`src/common/soc_defines.svh`:
```
`ifndef SOC_DEFINES_SVH
`define SOC_DEFINES_SVH

// Bus widths
`define SOC_ADDR_W        32
`define SOC_DATA_W        64
`define SOC_BE_W          8

// Power-on reset counter, saturates after 64 cycles
`define SOC_RST_CNT_W     6

// Boot RAM depth in 64-bit words
`define SOC_BOOT_WORDS    512

// Fan PWM
`define SOC_FAN_PERIOD_W  4   // 16-cycle period
`define SOC_FAN_DEFAULT   8

// Memory map
`define SOC_ROM_BASE      32'h0001_0000
`define SOC_ROM_LEN       32'h0000_1000
`define SOC_CLINT_BASE    32'h0200_0000
`define SOC_CLINT_LEN     32'h0000_C000
`define SOC_GPIO_BASE     32'h4000_0000
`define SOC_GPIO_LEN      32'h0000_1000

`endif

```
`src/common/soc_bus_pkg.sv`:
```
`default_nettype none

`include "soc_defines.svh"

package soc_bus_pkg;

  typedef enum logic {
    BUS_READ  = 1'b0,
    BUS_WRITE = 1'b1
  } bus_op_e;

  typedef struct packed {
    logic                   req;    // One-cycle strobe
    bus_op_e                op;
    logic [`SOC_ADDR_W-1:0] addr;
    logic [`SOC_BE_W-1:0]   be;
    logic [`SOC_DATA_W-1:0] wdata;
  } bus_req_t;

  typedef struct packed {
    logic                   valid;
    logic                   err;    // Decode error
    logic [`SOC_DATA_W-1:0] rdata;
  } bus_rsp_t;

  // Merge the enabled bytes of a write into the current register value
  function automatic logic [`SOC_DATA_W-1:0] apply_be(
    input logic [`SOC_DATA_W-1:0] old_word,
    input logic [`SOC_DATA_W-1:0] new_word,
    input logic [`SOC_BE_W-1:0]   be
  );
    logic [`SOC_DATA_W-1:0] merged;
    merged = old_word;
    for (int b = 0; b < `SOC_BE_W; b++) begin
      if (be[b]) merged[8*b +: 8] = new_word[8*b +: 8];
    end
    return merged;
  endfunction

endpackage

`default_nettype wire

```
`src/common/soc_map_pkg.sv`:
```
`default_nettype none

`include "soc_defines.svh"

package soc_map_pkg;

  localparam int unsigned NUM_SLV = 3;

  // Slave targets, the value doubles as the index into the rdata vector
  typedef enum logic [1:0] {
    REG_ROM   = 2'd0,
    REG_CLINT = 2'd1,
    REG_GPIO  = 2'd2,
    REG_NONE  = 2'd3
  } region_e;

  typedef logic [NUM_SLV-1:0][`SOC_DATA_W-1:0] slave_rsp_vec_t;

  // --------------------------------------------------
  // Register offsets inside a region
  // --------------------------------------------------
  typedef enum logic [15:0] {
    OFF_MSIP     = 16'h0000,
    OFF_MTIMECMP = 16'h4000,
    OFF_MTIME    = 16'hBFF8
  } clint_off_e;

  typedef enum logic [11:0] {
    OFF_LED = 12'h000,
    OFF_SW  = 12'h008,  // Read only
    OFF_FAN = 12'h010
  } gpio_off_e;

endpackage

`default_nettype wire

```
`src/periph_regs.sv`:
```
`default_nettype none

`include "soc_defines.svh"

module periph_regs (
  input  logic                   clk,
  input  logic                   rst_ni,
  input  logic                   sel_i,
  input  soc_bus_pkg::bus_req_t  req_i,
  input  logic [7:0]             sw_i,
  output logic [`SOC_DATA_W-1:0] rdata_o,
  output logic [7:0]             led_o,
  output logic                   fan_pwm_o
);
  import soc_bus_pkg::*;
  import soc_map_pkg::*;

  logic [7:0]                   led_q;
  logic [`SOC_FAN_PERIOD_W-1:0] fan_q;
  logic [`SOC_FAN_PERIOD_W-1:0] pwm_cnt_q;
  gpio_off_e                    off;
  logic [`SOC_DATA_W-1:0]       wr_word;
  logic                         wr_en;

  assign off     = gpio_off_e'({req_i.addr[11:3], 3'b000});
  assign wr_en   = sel_i && (req_i.op == BUS_WRITE);
  assign wr_word = apply_be(rdata_o, req_i.wdata, req_i.be);

  always_comb begin
    rdata_o = '0;
    case (off)
      OFF_LED: rdata_o[7:0]                   = led_q;
      OFF_SW:  rdata_o[7:0]                   = sw_i;
      OFF_FAN: rdata_o[`SOC_FAN_PERIOD_W-1:0] = fan_q;
      default: rdata_o                        = '0;
    endcase
  end

  // --------------------------------------------------
  // LED and fan setting registers
  // --------------------------------------------------
  always_ff @(posedge clk or negedge rst_ni) begin
    if (!rst_ni) begin
      led_q <= '0;
      fan_q <= `SOC_FAN_PERIOD_W'(`SOC_FAN_DEFAULT);
    end else if (wr_en) begin
      case (off)
        OFF_LED: led_q <= wr_word[7:0];
        OFF_FAN: fan_q <= wr_word[`SOC_FAN_PERIOD_W-1:0];
        default: ;  // Switches are read only
      endcase
    end
  end

  // Fan PWM
  always_ff @(posedge clk or negedge rst_ni) begin
    if (!rst_ni) begin
      pwm_cnt_q <= '0;
    end else begin
      pwm_cnt_q <= pwm_cnt_q + 1'b1;  // Wraps every 16 cycles
    end
  end

  // Duty is fan_q out of the period
  assign fan_pwm_o = (pwm_cnt_q < fan_q);
  assign led_o     = led_q;

endmodule

`default_nettype wire

```
`config.mk`:
```
export PLATFORM = sky130hd
export DESIGN_NAME = periph_regs
export DESIGN_NICKNAME = d
export VERILOG_FILES = /design/src/common/soc_bus_pkg.sv /design/src/common/soc_map_pkg.sv /design/src/periph_regs.sv
export VERILOG_INCLUDE_DIRS = /design/src /design/src/common
export SDC_FILE = /design/constraint.sdc
export NUM_CORES = 1
export LEC_CHECK = 0
export BUFFER_PORTS_ARGS = -buffer_cell sky130_fd_sc_hd__clkbuf_2
export CAP_MARGIN = 5
export CELL_PAD_IN_SITES_DETAIL_PLACEMENT = 0
export CELL_PAD_IN_SITES_GLOBAL_PLACEMENT = 1
export CORE_ASPECT_RATIO = 0.7
export CORE_UTILIZATION = 20
export DETAILED_ROUTE_END_ITERATION = 12
export PLACE_DENSITY = 0.9
export SLEW_MARGIN = 20
export SYNTH_ARGS = -nofsm -noshare
export SYNTH_HDL_FRONTEND = slang
export SYNTH_SLANG_ARGS = --single-unit
```
`constraint.sdc`:
```
create_clock -name clk -period 3.39 [get_ports clk]
set_input_delay 0.678 -clock clk [delete_from_list [all_inputs] [get_ports clk]]
set_output_delay 0.678 -clock clk [all_outputs]
set_load 0.005 [all_outputs]
```
=== Word-level counts from Yosys, hierarchy flattened ===
Index checks and enable logic that the tools add are counted.

* Input port bits: 117
* Register bits: 16
* Word-level logic and storage cells: 14
* Output and inout port bits: 73

* Equality and inequality tests: 2
* Add/sub/neg operators: 1
* Mux-type cells: 3
* $lt $le $gt $ge: 1
* Reduce and logical (&&, ||, !) cells: 4

{| class="wikitable"
|+ Operators with widths
! operator !! number
|-
| 12-bit zero test || 1
|-
| 4-bit case mux with 3 select lines || 1
|-
| 9-bit by 1-bit equality test with 1-bit output, second input constant || 1
|-
| 9-bit by 2-bit equality test with 1-bit output, second input constant || 1
|-
| 8-bit 2-to-1 mux || 1
|-
| 4-bit case mux with 2 select lines || 1
|-
| 4-bit by 1-bit adder with 4-bit output, second input constant || 1
|-
| 4-bit < comparator || 1
|-
| 2-bit AND reduction || 2
|-
| 1-bit logical AND || 1
|}

=== Depth between registers and ports, before layout ===
Gate-level depths: netlist (run 1).

* Depth after elaboration: 3
* Mapped depth: 6
* Mapped depth without buffers: 5

=== Least setup slack after synthesis (run 1) ===
No wires, ideal clock.

* Kind: input to output
* Start point: input req_i[80] (netlist bit)
* End point: output rdata_o[4]
* Stages on the path: 5
* Data arrival time: 2.174 ns
* Data required time: 2.712 ns
* Buffers on the path: 1
* Setup slack: 0.538 ns
* Cells stage by stage: or4_4 -> or3_4 -> clkbuf_8 -> or2_2 -> nor2_1

* Word-level cells in the longest chain between the ends: 2
* Elaborated cells between the ends (all ways): 3
* Those cells by class: eq/ne: 1; mux: 1; reduce/logical: 1

{| class="wikitable"
|+ Ends and longest elaborated chain
! item !! RTL line !! text
|-
| from (decl) || periph_regs.sv:9 || <nowiki>input soc_bus_pkg::bus_req_t req_i,</nowiki>
|-
| 9-bit by 1-bit equality test with 1-bit output or 12-bit zero test (tied branches) || periph_regs.sv:31 || <nowiki>case (off)</nowiki>
|-
| 4-bit case mux with 2 select lines (*) || periph_regs.sv:31 ||
|-
| to (decl) || periph_regs.sv:11 || <nowiki>output logic [`SOC_DATA_W-1:0] rdata_o,</nowiki>
|}

Every way passes the cells marked *; elsewhere a longest branch is shown, timed or not.

=== Worst setup path after layout (run 1) ===
* Start point: input req_i[80] (netlist bit)
* End point: output rdata_o[7]

Same word-level chain as after synthesis.

==> results of run 1 <==
stage by stage:
step / total power [mW] / worst slack, ps / util / hold WS (ps)
floorplan: 0.282 / 538 / - / 382
global placement: 0.261 / 407 / 0.224 / 458
detailed placement: 0.262 / 395 / 0.224 / 455
CTS: 0.414 / 394 / 0.230 / 357
global route: 0.434 / 337 / 0.230 / 363
finish: 0.410 / 432 / 0.230 / 344
how the worst max path moves through the flow:
stage | start | endpoint | cells past startpoint
finish | req_i[80] | rdata_o[7] | 6
detailed placement | req_i[80] | rdata_o[7] | 6
CTS | req_i[80] | rdata_o[7] | 6
global placement | req_i[80] | rdata_o[7] | 6
global route | req_i[80] | rdata_o[7] | 6
floorplan | req_i[80] | rdata_o[4] | 5
worst max-delay path: stages:
cell                       delay [ps]
sky130_fd_sc_hd__clkbuf_2          80
sky130_fd_sc_hd__or4_4            540
sky130_fd_sc_hd__or3_4            390
sky130_fd_sc_hd__or2_2            330
sky130_fd_sc_hd__nor2_1           140
sky130_fd_sc_hd__clkbuf_2         120
synth_stat cells, drive strengths merged:
cell     instances
buf             57
dfrtp           15
nor2            12
nand2            9
mux2             8
mux2i            8
or4              5
a2bb2oi          4
a31oi            4
clkbuf           4
ha               4
inv              4
o31ai            4
a21o             2
or2              2
a21oi            1
conb             1
dfstp            1
nand2b           1
nand3            1
nand4bb          1
nor2b            1
nor3             1
nor4             1
or3              1
xnor2            1
xor2             1
registers in the layout, summed over array words and instances, names as in the netlist:
name / count
pwm_cnt_q: 4
fan_q: 4
led_o: 8
layout make-up:
cell class / count / area (µm²)
tap: 94 / 118
inverter: 4 / 15.0
sequential: 16 / 402
multi-input combinational: 128 / 752
timing repair buffer: 48 / 245
fill: 769 / 5270
clock buffer: 4 / 45.0
metal layers:
metal | GRT usage | vias up | share of wire
met1 | 0.104 | 493 | 0.42
met3 | 0.0287 | 4 | 0.083
met2 | 0.146 | 50 | 0.48
li1 | - | 503 | -
met5 | 0 | - | 0
met4 | 0.0423 | 0 | 0.016
power groups by stage:
stage | Sequential, mW | Clock, mW | Combinational [mW]
after floorplan | 0.198 | 0 | 0.0840
after global placement | 0.198 | 0 | 0.0631
after detailed placement | 0.198 | 0 | 0.0636
after CTS | 0.195 | 0.155 | 0.0641
after global routing | 0.195 | 0.164 | 0.0752
final | 0.195 | 0.151 | 0.0642
cell families (layout without fill, tap and decap cells):
kind of cell	Yosys count	count (layout)	synth area share
AOI/OAI and AO/OA	15	15	0.0766
buffers and inverters	65	56	0.345
adders and majority gates	4	4	0.0348
and+or+nand+nor	35	35	0.131
other	1	56	0.00261
xor gates and xnor gates	2	2	0.0122
DFF	16	16	0.280
muxes	16	16	0.118
cell usage in the layout (no fill, tap or decap), drive strengths merged:
cell / count
a31oi: 4
mux2i: 8
dfstp: 1
conb: 56
nor2b: 1
or4: 5
or2: 2
nor3: 1
xor2: 1
xnor2: 1
nand4bb: 1
o31ai: 4
inv: 4
mux2: 8
or3: 1
buf: 2
nor2: 12
nand2b: 1
a2bb2oi: 4
a21oi: 1
nand3: 1
ha: 4
nand2: 9
clkbuf: 50
dfrtp: 15
nor4: 1
a21o: 2
==> results_tabular.tex, run 1 <==
\begin{tabular}{lr}
\hline
Metric & Value \\
\hline
\multicolumn{2}{l}{\textbf{CTS}} \\
Post CTS Setup Buffer Count & 0 \\
Clk\_lat worst skew & 250 ps \\
Max Root-Sink Buffers & 2 \\
CTS Root Buffer Type & sky130\_fd\_sc\_hd\_\_clkbuf\_8 \\
Clk sinks & 16 \\
Quantity of gates resized following cts & 0 \\
Htree depth & 1 \\
CTS tree & done \\
Clock transition at the registers of the reported paths & roughly 60 ps \\
Post-CTS Hold Buffers & 0 \\
Number of buffers inserted during clock tree synthesis & 3 \\
\multicolumn{2}{l}{\textbf{Worst hold path}} \\
Worst Hold Class & in2async \\
\multicolumn{2}{l}{\textbf{Logic synthesis}} \\
Sequential share of the synthesized area & 0.280 \\
FF+latch count, synth & 16 \\
Proportion of netlist area held by the largest area contributor & 0.293 \\
Distinct cell type count of the synthesized netlist & 30 \\
Combined area of all synthesized cells & about 1400 µm² \\
Synth Area per Inst & 9.33 µm² \\
Synthesized instance count & 154 \\
Area contributors post-synth & sky130\_fd\_sc\_hd\_\_buf\_4 29\%, sky130\_fd\_sc\_hd\_\_dfrtp\_1 26\%, sky130\_fd\_sc\_hd\_\_mux2\_2 6.3\%, sky130\_fd\_sc\_hd\_\_mux2i\_1 5.6\%, sky130\_fd\_sc\_hd\_\_clkbuf\_8 3.8\% \\
Synth Warn \# & 0 \\
Area leader, netlist & sky130\_fd\_sc\_hd\_\_buf\_4 \\
\multicolumn{2}{l}{\textbf{Critical path}} \\
Worst setup EP type & output pin \\
Worst Path Required & roughly 2700 ps \\
Capture point of the worst reg-to-reg path & led\_o[0]\$\_DFFE\_PN0P\_ \\
Cells on worst reg2reg path & 4 \\
Reg-to-reg slack, setup & 2050 ps \\
Top fanout value on the critical path & 4 \\
Arr. time, crit path & 2280 ps \\
Startpoint of the most critical register-to-register path & fan\_q[0]\$\_DFFE\_PN0P\_ \\
Critical Path Source Type & input port \\
Setup CP Type & in2out \\
\multicolumn{2}{l}{\textbf{GRT}} \\
Vias in the first global route & 1006 \\
Maximum number of pins on one net before global-route repair & 17 \\
Global-route wire length before repair & just under 5000 µm \\
Global-route usage over all layers & 0.0885 \\
Initial antenna violation count & 0 \\
Overall overflow remaining after global route & 0 \\
\multicolumn{2}{l}{\textbf{Place}} \\
Detail Placement HPWL & 2710 µm \\
Cell Count Post-Placement & 290 \\
Count of input and output buffers & 46 \\
Area post-placement & approximately 1500 µm² \\
Routability cong. & 0.741 \\
\multicolumn{2}{l}{\textbf{Final layout}} \\
Area added between synthesis and finish & 9.76\% \\
Proportion of layout cells with a drive suffix above 1 & 0.340 \\
Diode insertion count for antenna repair & 0 \\
Final cell count without fillers & between 200 and 300 \\
Number of nets in the finished design & 322 \\
Total non-filler cell area in the finished layout & 1580 µm² \\
\multicolumn{2}{l}{\textbf{STA}} \\
Fraction of the cycle the final worst path needs & 0.873 \\
Aggregate negative setup slack & 0 ps \\
Final count of negative-setup-slack endpoints & 0 \\
Max-slew violation count & 0 \\
Fmax & around 0.34 GHz \\
Hold Vio Cnt, Final & 0 \\
Clock period minus final worst setup slack & 2960 ps \\
Setup repair after global routing missed its margin & no \\
Clock Skew & approximately 2.2 ps \\
\multicolumn{2}{l}{\textbf{Outcome}} \\
Outcome & completed \\
\multicolumn{2}{l}{\textbf{Detailed routing}} \\
Routed vias/inst & approximately 3.6 \\
Drt total wl & 3250 µm \\
Vias after detailed routing & 1050 \\
DRC violations left & 0 \\
WL per Instance & 11.1 µm \\
Final ANT Viol Nets & 0 \\
Number of search-and-repair iterations in the first detailed-routing pass & 4 \\
Initial DRC Count & 20 \\
\multicolumn{2}{l}{\textbf{Floorplanning}} \\
\# IOs & 190 \\
Total Die Area & 7530 µm² \\
Vertical die dimension & 72.9 µm \\
Initial cell density of the core & 0.210 \\
Core area & 6850 µm² \\
Die W & between 100 and 150 µm \\
Core Rows & 25 \\
\multicolumn{2}{l}{\textbf{Power and ir drop}} \\
Share of power burned in registers & 0.476 \\
Clock power share & 0.368 \\
Reported leakage power & 0.845 nW \\
Power spent charging and discharging nets & 0.109 mW \\
Highest ir drop seen on vdd & 0.000130 V \\
Fraction of power consumed by combinational cells & 0.157 \\
Power per unit of standard cell area & 260 nW/µm² \\
Sw Ratio & 0.267 \\
Internal power consumption & 0.300 mW \\
\multicolumn{2}{l}{\textbf{Run}} \\
Number of max-cap violations & 0 \\
\hline
\end{tabular}
Power figures use the tool's default switching activity.
==> run 2: changes to the inputs <==
Settings changed: CELL_PAD_IN_SITES_DETAIL_PLACEMENT 0 to 1, CORE_ASPECT_RATIO 0.7 to 1.4, CTS_CLUSTER_DIAMETER set to 120.
==> run 2 against run 1 <==
Compared with the run above: clock skew about the same; design area is 0.24% higher; worst hold slack gained 0.88 ps.
==> results_tabular.tex, run 2 (synthesis results as in run 1) <==
\begin{tabular}{lr}
\hline
Metric & Value \\
\hline
\multicolumn{2}{l}{\textbf{Power and ir drop}} \\
Highest ir drop seen on vdd & 0.000117 V (-9.9\%) \\
Sw Ratio & 0.258 (-0.00931) \\
Fraction of power consumed by combinational cells & 0.148 (-0.009) \\
Clock power share & 0.401 (+0.033) \\
Internal power consumption & 0.320 mW (+6.5\%) \\
Power per unit of standard cell area & 273 nW/µm² (+4.9\%) \\
Reported leakage power & 0.847 nW (+0.22\%) \\
Share of power burned in registers & 0.452 (-0.024) \\
Power spent charging and discharging nets & 0.111 mW (+1.5\%) \\
\multicolumn{2}{l}{\textbf{Floorplanning}} \\
Vertical die dimension & 102 µm (+40\%) \\
Core area & 6940 µm² (+1.3\%) \\
\# IOs & 190 (unchanged) \\
Core Rows & 36 (+44\%) \\
Die W & 73.6 µm (-29\%) \\
Total Die Area & 7530 µm² (about the same) \\
Initial cell density of the core & 0.207 (-0.00261) \\
\multicolumn{2}{l}{\textbf{Detailed routing}} \\
DRC violations left & 0 (unchanged) \\
WL per Instance & 10.4 µm (-6.3\%) \\
Vias after detailed routing & 1063 (+1.2\%) \\
Final ANT Viol Nets & 0 (unchanged) \\
Number of search-and-repair iterations in the first detailed-routing pass & 2 (-2) \\
Drt total wl & 3040 µm (-6.3\%) \\
Routed vias/inst & 3.62 (+1.2\%) \\
Initial DRC Count & 24 (+20\%) \\
\multicolumn{2}{l}{\textbf{Outcome}} \\
Outcome & completed \\
\multicolumn{2}{l}{\textbf{Final layout}} \\
Total non-filler cell area in the finished layout & 1580 µm² (+0.24\%) \\
Most common cell after layout, fill and taps aside & sky130\_fd\_sc\_hd\_\_conb\_1 \\
Final cell count without fillers & 294 (unchanged) \\
Area added between synthesis and finish & 10.0\% \\
Core utilization of the finished layout & 0.228 (-0.00232) \\
Number of nets in the finished design & 321 (-0.31\%) \\
Proportion of layout cells with a drive suffix above 1 & 0.342 (+0.00171) \\
Leading cell types in the layout, fill and taps excluded & 56 x sky130\_fd\_sc\_hd\_\_conb\_1, 46 x sky130\_fd\_sc\_hd\_\_clkbuf\_2, 15 x sky130\_fd\_sc\_hd\_\_dfrtp\_1 \\
Flip-flop count of the largest register after layout & 8 (unchanged) \\
Diode insertion count for antenna repair & 0 (unchanged) \\
\multicolumn{2}{l}{\textbf{CTS}} \\
Clock transition at the registers of the reported paths & 70 ps (about the same) \\
CTS Root Buffer Type & sky130\_fd\_sc\_hd\_\_clkbuf\_8 \\
CTS tree & done \\
Number of buffers inserted during clock tree synthesis & 3 (unchanged) \\
Clk\_lat worst skew & 250 ps (about the same) \\
Htree depth & 1 (unchanged) \\
Clk sinks & 16 (unchanged) \\
Quantity of gates resized following cts & 0 (unchanged) \\
Post CTS Setup Buffer Count & 0 (unchanged) \\
Max Root-Sink Buffers & 2 (unchanged) \\
Post-CTS Hold Buffers & 0 (unchanged) \\
\multicolumn{2}{l}{\textbf{STA}} \\
Fraction of the cycle the final worst path needs & 0.898 (+0.0250) \\
Final count of negative-setup-slack endpoints & 0 (unchanged) \\
Hold Vio Cnt, Final & 0 (unchanged) \\
Setup repair after global routing missed its margin & no \\
Aggregate negative setup slack & 0 ps (unchanged) \\
Fmax & 0.329 GHz (-2.8\%) \\
Clock Skew & 2.25 ps (+0.00982 ps) \\
Max-slew violation count & 0 (unchanged) \\
Clock period minus final worst setup slack & 3040 ps (+84.8 ps) \\
\multicolumn{2}{l}{\textbf{Critical path}} \\
Worst setup EP type & output pin \\
Capture point of the worst reg-to-reg path & led\_o[3]\$\_DFFE\_PN0P\_ \\
Critical Path Source Type & input port \\
Top fanout value on the critical path & 13 (+9) \\
Startpoint of the most critical register-to-register path & fan\_q[3]\$\_DFFE\_PN1P\_ \\
Worst Path Required & 2710 ps (about the same) \\
Cells on worst reg2reg path & 4 (unchanged) \\
Arr. time, crit path & 2370 ps (+90 ps) \\
Setup CP Type & in2out \\
Reg-to-reg slack, setup & 2100 ps (+50 ps) \\
\multicolumn{2}{l}{\textbf{GRT}} \\
Global-route usage over all layers & 0.0785 (-0.0100) \\
Vias in the first global route & 1062 (+5.6\%) \\
Maximum number of pins on one net before global-route repair & 17 (unchanged) \\
Overall overflow remaining after global route & 0 (unchanged) \\
Global-route wire length before repair & 4550 µm (-7.0\%) \\
Initial antenna violation count & 0 (unchanged) \\
\multicolumn{2}{l}{\textbf{Place}} \\
Cell Count Post-Placement & 290 (unchanged) \\
Detail Placement HPWL & 2570 µm (-5.4\%) \\
Count of input and output buffers & 46 (unchanged) \\
Routability cong. & 0.711 (-4.1\%) \\
Area post-placement & 1530 µm² (-0.41\%) \\
\multicolumn{2}{l}{\textbf{Run}} \\
Number of max-cap violations & 0 (unchanged) \\
\multicolumn{2}{l}{\textbf{Worst hold path}} \\
Worst Hold Class & in2async \\
\hline
\end{tabular}
## run 2: cell count changes in the layout (fill, tap and decap cells not counted)
| cell | delta |
|---|---|
| sky130_fd_sc_hd__clkbuf_8 | +1 |
| sky130_fd_sc_hd__clkbuf_1 | -1 |
| sky130_fd_sc_hd__buf_4 | -1 |
## run 2: layer usage
metal  up-vias  routed length, µm  global-route usage
met3         2                350              0.0237
met4         0                 23              0.0222
met5         -                  0                   0
met1       482               1120              0.0743
li1        495                  -                   -
met2        84               1550               0.157
## run 2: final cells by class
type,count,area (µm²)
Fill cell,855,5360
Sequential cell,16,402
Clock buffer,4,55.1
Multi-Input combinational cell,128,752
Timing Repair Buffer,47,238
Tap cell,95,119
Inverter,4,15.0
## run 2: stage by stage
stage               worst slack (ps)  hold WS [ps]  total power [mW]
global placement                 361           462             0.260
floorplan                        538           382             0.282
finish                           347           345             0.431
CTS                              329           357             0.437
detailed placement               333           476             0.261
global route                     279           375             0.451
## run 2: worst max-delay path by stage
stage              start         end  slack (ps)  cells past startpoint
2_1_floorplan  req_i[80]  rdata_o[4]         540                      5
3_3_place_gp   req_i[80]  rdata_o[6]         360                      6
3_5_place_dp   req_i[80]  rdata_o[6]         330                      6
4_1_cts        req_i[80]  rdata_o[6]         330                      6
5_1_grt        req_i[80]  rdata_o[6]         280                      6
6_report       req_i[80]  rdata_o[6]         350                      6
## run 2: worst max-delay path, stage by stage
cell,delay [ps]
sky130_fd_sc_hd__clkbuf_2,80
sky130_fd_sc_hd__or4_4,540
sky130_fd_sc_hd__or3_4,460
sky130_fd_sc_hd__or2_2,350
sky130_fd_sc_hd__nor2_1,130
sky130_fd_sc_hd__clkbuf_2,120
## run 2: power by group through the flow
stage	clock [mW]	sequential, mW	combinational, mW
6_report	0.173	0.195	0.0636
3_3_place_gp	0	0.198	0.0615
3_5_place_dp	0	0.198	0.0629
2_1_floorplan	0	0.198	0.0840
4_1_cts	0.179	0.195	0.0632
5_1_grt	0.183	0.195	0.0735
